<file path="src/common/div_cfg_pkg.sv">
`default_nettype none

package div_cfg_pkg;

  // divider lanes working side by side
  localparam int NUM_DIV = 2;

  // element width for SEW 32
  localparam int XLEN = 32;

  // destination tag handed back to the reorder buffer
  localparam int TAG_W = 5;

  // reservation-station entries
  localparam int RS_DEPTH = 8;

  // pointer width into the entry array
  localparam int RS_PTR_W = 3;

  // occupancy must reach RS_DEPTH itself
  localparam int RS_CNT_W = 4;

endpackage

`default_nettype wire

</file>
<file path="src/common/div_op_pkg.sv">
`default_nettype none

package div_op_pkg;

  import div_cfg_pkg::*;

  localparam int OP_W = 2;

  // operation encodings
  localparam logic [OP_W-1:0] OP_DIVU = 2'b00;
  localparam logic [OP_W-1:0] OP_DIV  = 2'b01;
  localparam logic [OP_W-1:0] OP_REMU = 2'b10;
  localparam logic [OP_W-1:0] OP_REM  = 2'b11;

  // micro-op fields from low to high are dividend, divisor, operation and tag
  localparam int UOP_SRC1_LSB = 0;
  localparam int UOP_SRC2_LSB = UOP_SRC1_LSB + XLEN;
  localparam int UOP_OP_LSB   = UOP_SRC2_LSB + XLEN;
  localparam int UOP_TAG_LSB  = UOP_OP_LSB + OP_W;

  // 71 bits
  localparam int UOP_W = UOP_TAG_LSB + TAG_W;

  // result record is {tag, data}
  localparam int RES_DATA_LSB = 0;
  localparam int RES_TAG_LSB  = RES_DATA_LSB + XLEN;

  // 37 bits
  localparam int RES_W = XLEN + TAG_W;

endpackage

`default_nettype wire

</file>
<file path="src/logic/div_rs_queue.sv">
`default_nettype none
`timescale 1ns/1ps

module div_rs_queue
  import div_cfg_pkg::*;
  import div_op_pkg::*;
(
  input  logic                          clk,
  input  logic                          rst,
  input  logic                          push,
  input  logic [UOP_W-1:0]              push_uop,
  input  logic [NUM_DIV-1:0]            pop,
  output logic [NUM_DIV-1:0][UOP_W-1:0] head_uop,
  output logic                          empty,
  output logic [NUM_DIV-1:0]            almost_empty,
  output logic                          full
);

  logic [UOP_W-1:0]    mem [RS_DEPTH];
  logic [RS_PTR_W-1:0] wr_ptr;
  logic [RS_PTR_W-1:0] rd_ptr;
  logic [RS_CNT_W-1:0] count;
  logic [RS_CNT_W-1:0] pop_cnt;
  logic                push_en;

  // a push into a full queue is dropped
  assign push_en = push && !full;

  // number of entries popped this edge
  always_comb begin
    pop_cnt = '0;
    for (int i = 0; i < NUM_DIV; i++) begin
      pop_cnt = pop_cnt + RS_CNT_W'(pop[i]);
    end
  end

  // oldest entries read straight from the array
  always_comb begin
    for (int i = 0; i < NUM_DIV; i++) begin
      head_uop[i] = mem[rd_ptr + RS_PTR_W'(i)];
    end
  end

  // depth is a power of two so the pointers wrap on their own
  always_ff @(posedge clk) begin
    if (rst) begin
      wr_ptr <= '0;
      rd_ptr <= '0;
      count  <= '0;
    end else begin
      if (push_en) begin
        wr_ptr <= wr_ptr + 1'b1;
      end
      rd_ptr <= rd_ptr + RS_PTR_W'(pop_cnt);
      count  <= count + RS_CNT_W'(push_en) - pop_cnt;
    end
  end

  always_ff @(posedge clk) begin
    if (push_en) begin
      mem[wr_ptr] <= push_uop;
    end
  end

  // flags off the registered count
  assign empty = (count == '0);
  assign full  = (count == RS_CNT_W'(RS_DEPTH));

  // bit i set while the queue holds i entries or fewer
  for (genvar i = 0; i < NUM_DIV; i++) begin : g_almost_empty
    assign almost_empty[i] = (count <= RS_CNT_W'(i));
  end

endmodule

`default_nettype wire

</file>
<file path="src/div/div_unit.sv">
`default_nettype none
`timescale 1ns/1ps

module div_unit
  import div_cfg_pkg::*;
  import div_op_pkg::*;
(
  input  logic             clk,
  input  logic             rst,
  input  logic             uop_valid,
  input  logic [UOP_W-1:0] uop,
  output logic             result_valid,
  output logic [RES_W-1:0] result,
  input  logic             result_ready
);

  // micro-op fields
  logic [XLEN-1:0]  src1;
  logic [XLEN-1:0]  src2;
  logic [OP_W-1:0]  op;
  logic [TAG_W-1:0] tag;

  logic             op_signed;
  logic             op_rem;
  logic             a_neg;
  logic             b_neg;
  logic [XLEN-1:0]  abs_a;
  logic [XLEN-1:0]  abs_b;
  logic             div_zero;
  logic             sign_ovf;
  logic             special;
  logic [XLEN-1:0]  special_data;

  // fsm is idle when neither flag is set
  logic             busy;
  logic             done;
  logic             idle;
  logic [$clog2(XLEN)-1:0] iter_cnt;
  logic             last_iter;

  // datapath held for the whole divide
  logic [XLEN-1:0]  quo;
  logic [XLEN-1:0]  rem;
  logic [XLEN-1:0]  dvs;
  logic             q_neg;
  logic             r_neg;
  logic             sel_rem;
  logic [TAG_W-1:0] tag_q;
  logic [XLEN-1:0]  res_data;

  logic [XLEN:0]    trial;
  logic             ge;
  logic [XLEN-1:0]  quo_next;
  logic [XLEN-1:0]  rem_next;
  logic [XLEN-1:0]  final_data;

  assign src1 = uop[UOP_SRC1_LSB +: XLEN];
  assign src2 = uop[UOP_SRC2_LSB +: XLEN];
  assign op   = uop[UOP_OP_LSB +: OP_W];
  assign tag  = uop[UOP_TAG_LSB +: TAG_W];

  assign op_signed = (op == OP_DIV) || (op == OP_REM);
  assign op_rem    = (op == OP_REMU) || (op == OP_REM);

  // divide on magnitudes and put the signs back at the end
  assign a_neg = op_signed && src1[XLEN-1];
  assign b_neg = op_signed && src2[XLEN-1];
  assign abs_a = a_neg ? -src1 : src1;
  assign abs_b = b_neg ? -src2 : src2;

  // riscv special cases need no iterations
  assign div_zero = (src2 == '0);
  assign sign_ovf = op_signed && (src1 == {1'b1, {(XLEN-1){1'b0}}}) && (&src2);
  assign special  = div_zero || sign_ovf;

  always_comb begin
    if (div_zero) begin
      special_data = op_rem ? src1 : '1;
    end else begin
      special_data = op_rem ? '0 : src1;
    end
  end

  assign idle      = !busy && !done;
  assign last_iter = (int'(iter_cnt) == XLEN - 1);

  // one restoring step shifts in the next dividend bit and tries the subtract
  assign trial    = {rem, quo[XLEN-1]};
  assign ge       = (trial >= {1'b0, dvs});
  assign rem_next = ge ? XLEN'(trial - {1'b0, dvs}) : trial[XLEN-1:0];
  assign quo_next = {quo[XLEN-2:0], ge};

  // sign fix-up folded into the last step
  assign final_data = sel_rem ? (r_neg ? -rem_next : rem_next)
                              : (q_neg ? -quo_next : quo_next);

  always_ff @(posedge clk) begin
    if (rst) begin
      busy     <= 1'b0;
      done     <= 1'b0;
      iter_cnt <= '0;
    end else if (idle) begin
      if (uop_valid) begin
        busy     <= !special;
        done     <= special;
        iter_cnt <= '0;
      end
    end else if (busy) begin
      iter_cnt <= iter_cnt + 1'b1;
      if (last_iter) begin
        busy <= 1'b0;
        done <= 1'b1;
      end
    end else if (result_ready) begin
      // handshake frees the lane for the next cycle
      done <= 1'b0;
    end
  end

  always_ff @(posedge clk) begin
    if (idle && uop_valid) begin
      quo      <= abs_a;
      rem      <= '0;
      dvs      <= abs_b;
      q_neg    <= a_neg ^ b_neg;
      r_neg    <= a_neg;
      sel_rem  <= op_rem;
      tag_q    <= tag;
      res_data <= special_data;
    end else if (busy) begin
      quo <= quo_next;
      rem <= rem_next;
      if (last_iter) begin
        res_data <= final_data;
      end
    end
  end

  assign result_valid                   = done;
  assign result[RES_DATA_LSB +: XLEN]   = res_data;
  assign result[RES_TAG_LSB +: TAG_W]   = tag_q;

endmodule

`default_nettype wire

</file>
<file path="src/div/div_dispatch.sv">
`default_nettype none
`timescale 1ns/1ps

module div_dispatch
  import div_cfg_pkg::*;
  import div_op_pkg::*;
(
  input  logic                          clk,
  input  logic                          rst,

  // reservation station
  input  logic                          empty,
  input  logic [NUM_DIV-1:0]            almost_empty,
  input  logic [NUM_DIV-1:0][UOP_W-1:0] head_uop,
  output logic [NUM_DIV-1:0]            pop,

  // reorder buffer
  input  logic                          rob_ready,
  output logic [NUM_DIV-1:0]            result_valid,
  output logic [NUM_DIV-1:0][RES_W-1:0] result,
  output logic [NUM_DIV-1:0]            result_ready
);

  logic [NUM_DIV-1:0] uop_valid;
  logic               group_done;

  // lane i owns head i while the queue holds more than i entries
  assign uop_valid[0] = !empty;

  for (genvar i = 1; i < NUM_DIV; i++) begin : g_uop_valid
    assign uop_valid[i] = !(|almost_empty[i:0]);
  end

  // Every lane that holds an entry must be finished. Retiring only part of
  // the group would shift the queue under a lane that is still dividing,
  // and the lane below it would pick the same entry up a second time.
  assign group_done = &(result_valid | ~uop_valid);

  // in-order prefix of finished lanes
  for (genvar i = 0; i < NUM_DIV; i++) begin : g_retire
    assign result_ready[i] = rob_ready && group_done && (&result_valid[i:0]);
    assign pop[i]          = result_valid[i] && result_ready[i];
  end

  for (genvar i = 0; i < NUM_DIV; i++) begin : g_lane
    div_unit u_div_unit (
      .clk          (clk),
      .rst          (rst),
      .uop_valid    (uop_valid[i]),
      .uop          (head_uop[i]),
      .result_valid (result_valid[i]),
      .result       (result[i]),
      .result_ready (result_ready[i])
    );
  end

endmodule

`default_nettype wire

</file>
<file path="src/logic/rvv_div_backend.sv">
`default_nettype none
`timescale 1ns/1ps

module rvv_div_backend
  import div_cfg_pkg::*;
  import div_op_pkg::*;
(
  input  logic                          clk,
  input  logic                          rst,

  // micro-op source
  input  logic                          push,
  input  logic [UOP_W-1:0]              push_uop,
  output logic                          full,

  // reorder buffer side
  input  logic                          rob_ready,
  output logic [NUM_DIV-1:0]            result_valid,
  output logic [NUM_DIV-1:0][RES_W-1:0] result,
  output logic [NUM_DIV-1:0]            result_ready
);

  logic                          rs_empty;
  logic [NUM_DIV-1:0]            rs_almost_empty;
  logic [NUM_DIV-1:0][UOP_W-1:0] rs_head_uop;
  logic [NUM_DIV-1:0]            rs_pop;

  div_rs_queue u_div_rs_queue (
    .clk          (clk),
    .rst          (rst),
    .push         (push),
    .push_uop     (push_uop),
    .pop          (rs_pop),
    .head_uop     (rs_head_uop),
    .empty        (rs_empty),
    .almost_empty (rs_almost_empty),
    .full         (full)
  );

  div_dispatch u_div_dispatch (
    .clk          (clk),
    .rst          (rst),
    .empty        (rs_empty),
    .almost_empty (rs_almost_empty),
    .head_uop     (rs_head_uop),
    .pop          (rs_pop),
    .rob_ready    (rob_ready),
    .result_valid (result_valid),
    .result       (result),
    .result_ready (result_ready)
  );

endmodule

`default_nettype wire

</file>
<file path="config.mk">
export PLATFORM = sky130hd
export DESIGN_NAME = rvv_div_backend
export DESIGN_NICKNAME = d
export VERILOG_FILES = /design/src/common/div_cfg_pkg.sv /design/src/common/div_op_pkg.sv /design/src/logic/div_rs_queue.sv /design/src/div/div_unit.sv /design/src/div/div_dispatch.sv /design/src/logic/rvv_div_backend.sv
export SDC_FILE = /design/constraint.sdc
export NUM_CORES = 2
export LEC_CHECK = 0
export ABC_CLOCK_PERIOD_IN_PS = 15200
export BUFFER_PORTS_ARGS = -buffer_cell sky130_fd_sc_hd__buf_2
export CAP_MARGIN = 20
export CORE_AREA = 2 2 349 351
export CTS_CLUSTER_SIZE = 20
export DETAILED_ROUTE_END_ITERATION = 7
export DIE_AREA = 0 0 351 353
export PLACE_DENSITY = 0.58
export SETUP_SLACK_MARGIN = 0.2
export SLEW_MARGIN = 20
export SYNTH_ARGS = -nofsm -noshare
export SYNTH_HDL_FRONTEND = slang
export SYNTH_SLANG_ARGS = --single-unit
</file>
<file path="constraint.sdc">
create_clock -name clk -period 15.2 [get_ports clk]
set_clock_uncertainty 0.2 [all_clocks]
set_input_delay 3.04 -clock clk [delete_from_list [all_inputs] [get_ports clk]]
set_output_delay 3.04 -clock clk [all_outputs]
set_load 0.02 [all_outputs]
</file>
# ---- Word-level counts from Yosys, hierarchy flattened
# Memory sizes are Yosys's and may differ from the RTL's. A register that Yosys moved wholly into a read port is not among the register bits.
# Cells that the tools add are included.
dict set report word_totals {
  register_bits 296
  mem_bits_rw 568
  output_inout_bits 79
  elab_cells 177
  mem_count 1
}
dict set report classes {
  add_sub_neg 18
  order_cmp 4
  eq_ne 15
  muxes 55
  n_bitwise 4
  n_reduce_logical 55
}
# name words word_bits rd rd_ports_with_merged_regs write_ports line
set mem_list {}
lappend mem_list {u_div_rs_queue.mem 8 71 2 1 1 div_rs_queue.sv:19} ;# logic [UOP_W-1:0] mem [RS_DEPTH];
# cell count
set op_table {}
lappend op_table {{$mux W32} 28}
lappend op_table {{$neg A32 Y32} 8}
lappend op_table {{$ge A33 B32 Y1} 2}
lappend op_table {{$eq A32 B32 Y1 const B} 2}
lappend op_table {{$logic_not A32 Y1} 2}
lappend op_table {{$reduce_and A32 Y1} 2}
lappend op_table {{$sub A32 B32 Y32} 2}
lappend op_table {{$mux W5} 6}
lappend op_table {{$mux W1} 20}
lappend op_table {{$logic_and A1 B1 Y1} 18}
lappend op_table {{$reduce_and A2 Y1} 6}
lappend op_table {{$reduce_bool A2 Y1} 6}
lappend op_table {{$add A5 B1 Y5 const B} 2}
lappend op_table {{$eq A5 B1 Y1 const B} 2}
lappend op_table {{$logic_not A1 Y1} 9}
lappend op_table {{$eq A2 B2 Y1 const B} 4}
lappend op_table {{$le A4 B1 Y1 const B} 2}
lappend op_table {{$add A3 B1 Y3 const B} 2}
lappend op_table {{$logic_or A1 B1 Y1} 6}
lappend op_table {{$ne A3 B1 Y1 const B} 2}
lappend op_table {{$reduce_and A3 Y1} 2}
lappend op_table {{$reduce_bool A3 Y1} 2}
lappend op_table {{$add A4 B1 Y4} 1}
lappend op_table {{$eq A2 B1 Y1 const B} 2}
lappend op_table {{11 further kinds} 13}

# ---- Depth between registers and ports, before layout
dict set report depth {
  ltp_word 12
  ltp_mapped 23
  ltp_nobuf 19
}

# ---- Cells and area by module
# From an unflattened synthesis, not the netlist that was laid out.
dict set report hier_totals {
  hier_cells 3770
  area_unflattened_um2 48669.2
}
# mod instances cells_per_inst area_per_inst_um2 seq_area_each_um2
set modules_own_cells {}
lappend modules_own_cells {div_rs_queue 1 1147 26212.6 17256.6}
lappend modules_own_cells {{div_unit (u_div_dispatch.g_lane[0].u_div_unit)} 1 1326 11302.1 3903.7}
lappend modules_own_cells {{div_unit (u_div_dispatch.g_lane[1].u_div_unit)} 1 1291 11114.4 3903.7}
lappend modules_own_cells {div_dispatch 1 6 40.0 0.0}

# ---- Least setup slack after synthesis
# OpenSTA, ideal clock, no wires.
dict set report synth_timing {
  path_type {input port to flip-flop}
  from {input port push}
  to {memory u_div_rs_queue.mem[0][0] (netlist name), enable pin}
  setup_time_ns 0.587
  arrival_time_ns 8.326
  t_required_ns 14.413
  path_slack_ns 6.086
  stages 4
  path_buffers 1
  path_cell_list {nor2b_1 > clkbuf_1 > nand2b_1 > nor3_1}
}
dict set report synth_between {
  elab_chain_cells 3
}
# element line
set synth_rtl {}
lappend synth_rtl {{start: declaration} rvv_div_backend.sv:12} ;# input logic push,
lappend synth_rtl {{$logic_and A1 B1 Y1} div_rs_queue.sv:27} ;# assign push_en = push && !full;
lappend synth_rtl {{via u_div_rs_queue.push_en} div_rs_queue.sv:24} ;# logic push_en;
lappend synth_rtl {{$mux W1} div_rs_queue.sv:60} ;# if (push_en) begin
lappend synth_rtl {{$mux W1 (not written as such)} div_rs_queue.sv:61} ;# mem[wr_ptr] <= push_uop;
lappend synth_rtl {{end: declaration} div_rs_queue.sv:19}
# The timed path passes the listed nets, and every way through them passes these cells.

# ---- Final worst setup path
dict set report layout_timing {
  from {input port rob_ready}
  to {output port result_ready[0]}
}
dict set report layout_between {
  elab_chain_cells 2
}
# element line
set layout_rtl {}
lappend layout_rtl {{start: declaration} rvv_div_backend.sv:17} ;# input logic rob_ready,
lappend layout_rtl {{$logic_and A1 B1 Y1 (2 in series)} div_dispatch.sv:41} ;# assign result_ready[i] = rob_ready && group_done && (&result_valid[i:0]);
lappend layout_rtl {{end: declaration} rvv_div_backend.sv:20} ;# output logic [NUM_DIV-1:0] result_ready
# Every way passes these cells.

==> impl_metrics.ini <==
[final_layout]
instances_no_fill = 5679
syn2layout_area_growth_pct = 11.4
nets = 4136
fill_cells = 10817
final_core_util = 0.452
final_cell_area_sq_um = 54500
drive_above_1_share = 0.190

[sta]
slew_headroom = 0.210
fmax_mhz = 148
finalSetupTns_ps = 0
worst_pin_slew_ps = 1150
rsz0062_at_grt = no
fin_crit_sh = 0.443
period_minus_slack_ps = 6740
drv_slew = 0
finalHoldViolations = 0
finalSetupViolations = 0

[global_route]
grt_pass1_vias = 32373
grtUsageMet1 = 0.327
grt_pass1_wl_microns = 217000
track_usage = 0.236
grt_max_degree = 98
use_met2 = 0.381
overflow = 0
top_usage_layer = met2
antenna_found_initial = 23
globalRouteMet3Util = 0.0400

[worst_setup_path]
cp-start-kind = input pin
r2r-start = u_div_rs_queue.rd_ptr[0]
worstPathRequired_ps = 11960
cp_num_cells = 4
worst-setup-path-type = in -> out
path_cells = buf_2 > nand2_1 > nor2_1 > buf_2
arrival_ps = 3500
slowest_stage = buf_2
regToRegEndpoint = u_div_dispatch.g_lane[0].u_div_unit.res_data[28]
cp-startpoint = rob_ready
cpPeakStageDelay_ps = 170
end_kind = output port
cp_top_family = buffers and inverters
worst-r2r-cell-count = 14
crit_buf_inv = 2
cp_max_fo = 3
reg2reg_setup_slack_ps = 8940
crit_top_cell = buf_2
endpoint = result_ready[0]

[pwr]
internal_power_uw = 6840
power_frac_seq = 0.306
power.share.combinational = 0.490
p_per_area_nw_per_um2 = 223
p_switching_uw = 5290
power_uw = 12100
p_leak_uw = 0.0181
ir_worst_vdd_mv = 0.124
switching_share = 0.436
p_clk_frac = 0.204

[floorplan]
start_util = 0.406
die_y_microns = 353
io_pins = 154
num_rows = 128
fp.dieArea_sq_um = 124000
die_w_microns = 351
core_area_sq_um = 121000

[yosys]
syn_inst = 3890
syn_area_sq_um = 48900
yosys_warnings = 0
avgSynthCellArea_sq_um = 12.6
ys_seq_area_frac = 0.512
synth_nets = 4058
yosysUniqueCellTypes = 106
synth-seq-cells = 864
synth-edff-count = 776
synthFlopType = edfxtp_1
async_flop_share = 0

[min_path]
hp-class = reg -> reg

[run_status]
outcome = completed

[clock_network]
clockBufferDepth = 3
htreeDepth = 3
clock-root-buffer = clkbuf_16
clk_latency_ps = 710
cts-resized-gates = 0
postCtsSetupRepairBufs = 0
cts.sinks = 864
path_clk_slew_ps = 60
cts_tree = built
cts.hold.buffers_added = 0
cts_buffers = 97

[placed_design]
gp_congestion = 0.929
place_inst = 5494
place_hpwl_microns = 105000
place_area_sq_um = 51200
port_buffers = 153

[route]
firstDrtPassIters = 6
drtAntennaViolNets = 0
avgViaCountPerCell = 6.00
routedWlPerCell_microns = 26.0
route.detailed.drc = 0
wl_microns = 148000
via_count = 34054
first_iter_violations = 3571

[job]
maxCapViolCount = 0
sequential cells by signal (all words and copies together) (netlist names):
register	count
u_div_dispatch.g_lane.u_div_unit.busy	2
u_div_dispatch.g_lane.u_div_unit.dvs	64
u_div_dispatch.g_lane.u_div_unit.iter_cnt	10
u_div_dispatch.g_lane.u_div_unit.q_neg	2
u_div_dispatch.g_lane.u_div_unit.quo	64
u_div_dispatch.g_lane.u_div_unit.r_neg	2
u_div_dispatch.g_lane.u_div_unit.rem	64
u_div_dispatch.g_lane.u_div_unit.res_data	64
u_div_dispatch.g_lane.u_div_unit.result_valid	2
u_div_dispatch.g_lane.u_div_unit.sel_rem	2
u_div_dispatch.g_lane.u_div_unit.tag_q	10
u_div_rs_queue.count	4
u_div_rs_queue.mem	568
u_div_rs_queue.rd_ptr	3
u_div_rs_queue.wr_ptr	3
placed cells by master, fill, tap and decap left out, types with 13 or more instances in the layout:
master     synthesis  routed
o211ai_1          16      16
dfxtp_1           88      85
o21ai_0          244     244
a22o_1            38      38
ha_1              89      88
or2_2             15      15
maj3_1            35      35
a21o_1            28      28
nor4_1            31      31
clkinv_1           3      16
inv_1            128     127
mux4_2           284     284
edfxtp_1         776     776
nand2_1          343     341
buf_4             18      64
or4_1             16      16
clkbuf_16          0      98
clkinv_2           0      23
xnor2_1          144     143
a31oi_1           39      39
buf_2             56     153
and3_1            35      35
a211oi_1          31      31
nand3_1           44      43
xor2_1           132     132
nand2b_1          22      22
mux2_2            32      32
o31ai_1           47      47
bufinv_16          0      16
nor3_1            70      68
mux2i_1          151     147
a211o_1           13      13
nor2_1           223     216
o21a_1            19      19
nand4_1           37      37
or3_1             27      27
and2_1            24      24
nor2b_1           14      14
a21oi_1          212     212
per-stage QoR:
step | setup WS, ps | hold slack (ps)
2_1_floorplan | 6090 | 248
4_1_cts | 8460 | 286
6_report | 8460 | 282
3_3_place_gp | 8460 | 258
5_1_grt | 8420 | 296
3_5_place_dp | 8470 | 275
logic make-up (layout without fill, tap and decap cells):
group	after synthesis	after routing	synth area share
buffers and inverters	371	529	0.0351
AOI/OAI and AO/OA	829	829	0.108
other	0	6	0
muxes	468	468	0.169
adders and majority gates	130	130	0.0320
and+or+nand+nor	951	951	0.0936
xor gates and xnor gates	277	277	0.0497
DFF	864	864	0.512
layout make-up:
class | instances | area [sq um] | share of cell area
antenna | 6 | 15.0 | 0.000275
tap | 1625 | 2030 | 0.0373
timing repair buffer | 218 | 1270 | 0.0232
multi-input combinational | 2655 | 22300 | 0.409
clock buffer | 108 | 2500 | 0.0459
sequential | 864 | 25100 | 0.460
clock inverter | 71 | 831 | 0.0152
inverter | 132 | 497 | 0.00911
layer usage:
layer / part of all wire / routed length, microns / up-vias
li1: - / - / 15235
met1: 0.42 / 62400 / 17240
met2: 0.47 / 69700 / 1318
met3: 0.077 / 11300 / 241
met4: 0.030 / 4370 / 20
met5: 0.00093 / 138 / -
power by group through the flow:
stage          sequential (uW)  combinational [uW]  clock (uW)
2_1_floorplan             3730                4030           0
3_3_place_gp              3760                5840           0
3_5_place_dp              3760                5860           0
4_1_cts                   3720                5890        2510
5_1_grt                   3770                6440        2610
6_report                  3720                5950        2470
cell usage after synthesis, drive strengths merged (40+ instances only):
cell    instances  area (sq um)
ha             89          1110
edfxtp        776         23300
inv           129           484
dfxtp          88          1760
mux4          284          6400
xnor2         144          1260
o21ai         255          1280
buf           117           764
xor2          133          1170
nor3           73           387
a21oi         213          1070
nand3          44           220
nor2          224           843
nand2         344          1300
o31ai          47           353
a31oi          40           256
mux2i         152          1530
clkbuf        122           458
tightest hold or removal path, delay by kind of cell, from the launching register on:
| kind | cells | cell delay, ps |
|---|---|---|
| AOI/OAI and AO/OA | 1 | 50 |
| DFF | 1 | 320 |
| and+or+nand+nor | 1 | 60 |
how the worst min path moves through the flow:
stage                                                                from                                               to  cells after the start
after floorplan           u_div_dispatch.g_lane[1].u_div_unit.iter_cnt[3]  u_div_dispatch.g_lane[1].u_div_unit.iter_cnt[3]                      2
after global placement    u_div_dispatch.g_lane[1].u_div_unit.iter_cnt[3]  u_div_dispatch.g_lane[1].u_div_unit.iter_cnt[3]                      2
after detailed placement  u_div_dispatch.g_lane[1].u_div_unit.iter_cnt[3]  u_div_dispatch.g_lane[1].u_div_unit.iter_cnt[3]                      2
after CTS                 u_div_dispatch.g_lane[1].u_div_unit.iter_cnt[3]  u_div_dispatch.g_lane[1].u_div_unit.iter_cnt[3]                      2
after global routing      u_div_dispatch.g_lane[1].u_div_unit.iter_cnt[3]  u_div_dispatch.g_lane[1].u_div_unit.iter_cnt[3]                      2
final                     u_div_dispatch.g_lane[1].u_div_unit.iter_cnt[3]  u_div_dispatch.g_lane[1].u_div_unit.iter_cnt[3]                      2
(Power assumes the default switching activity.)
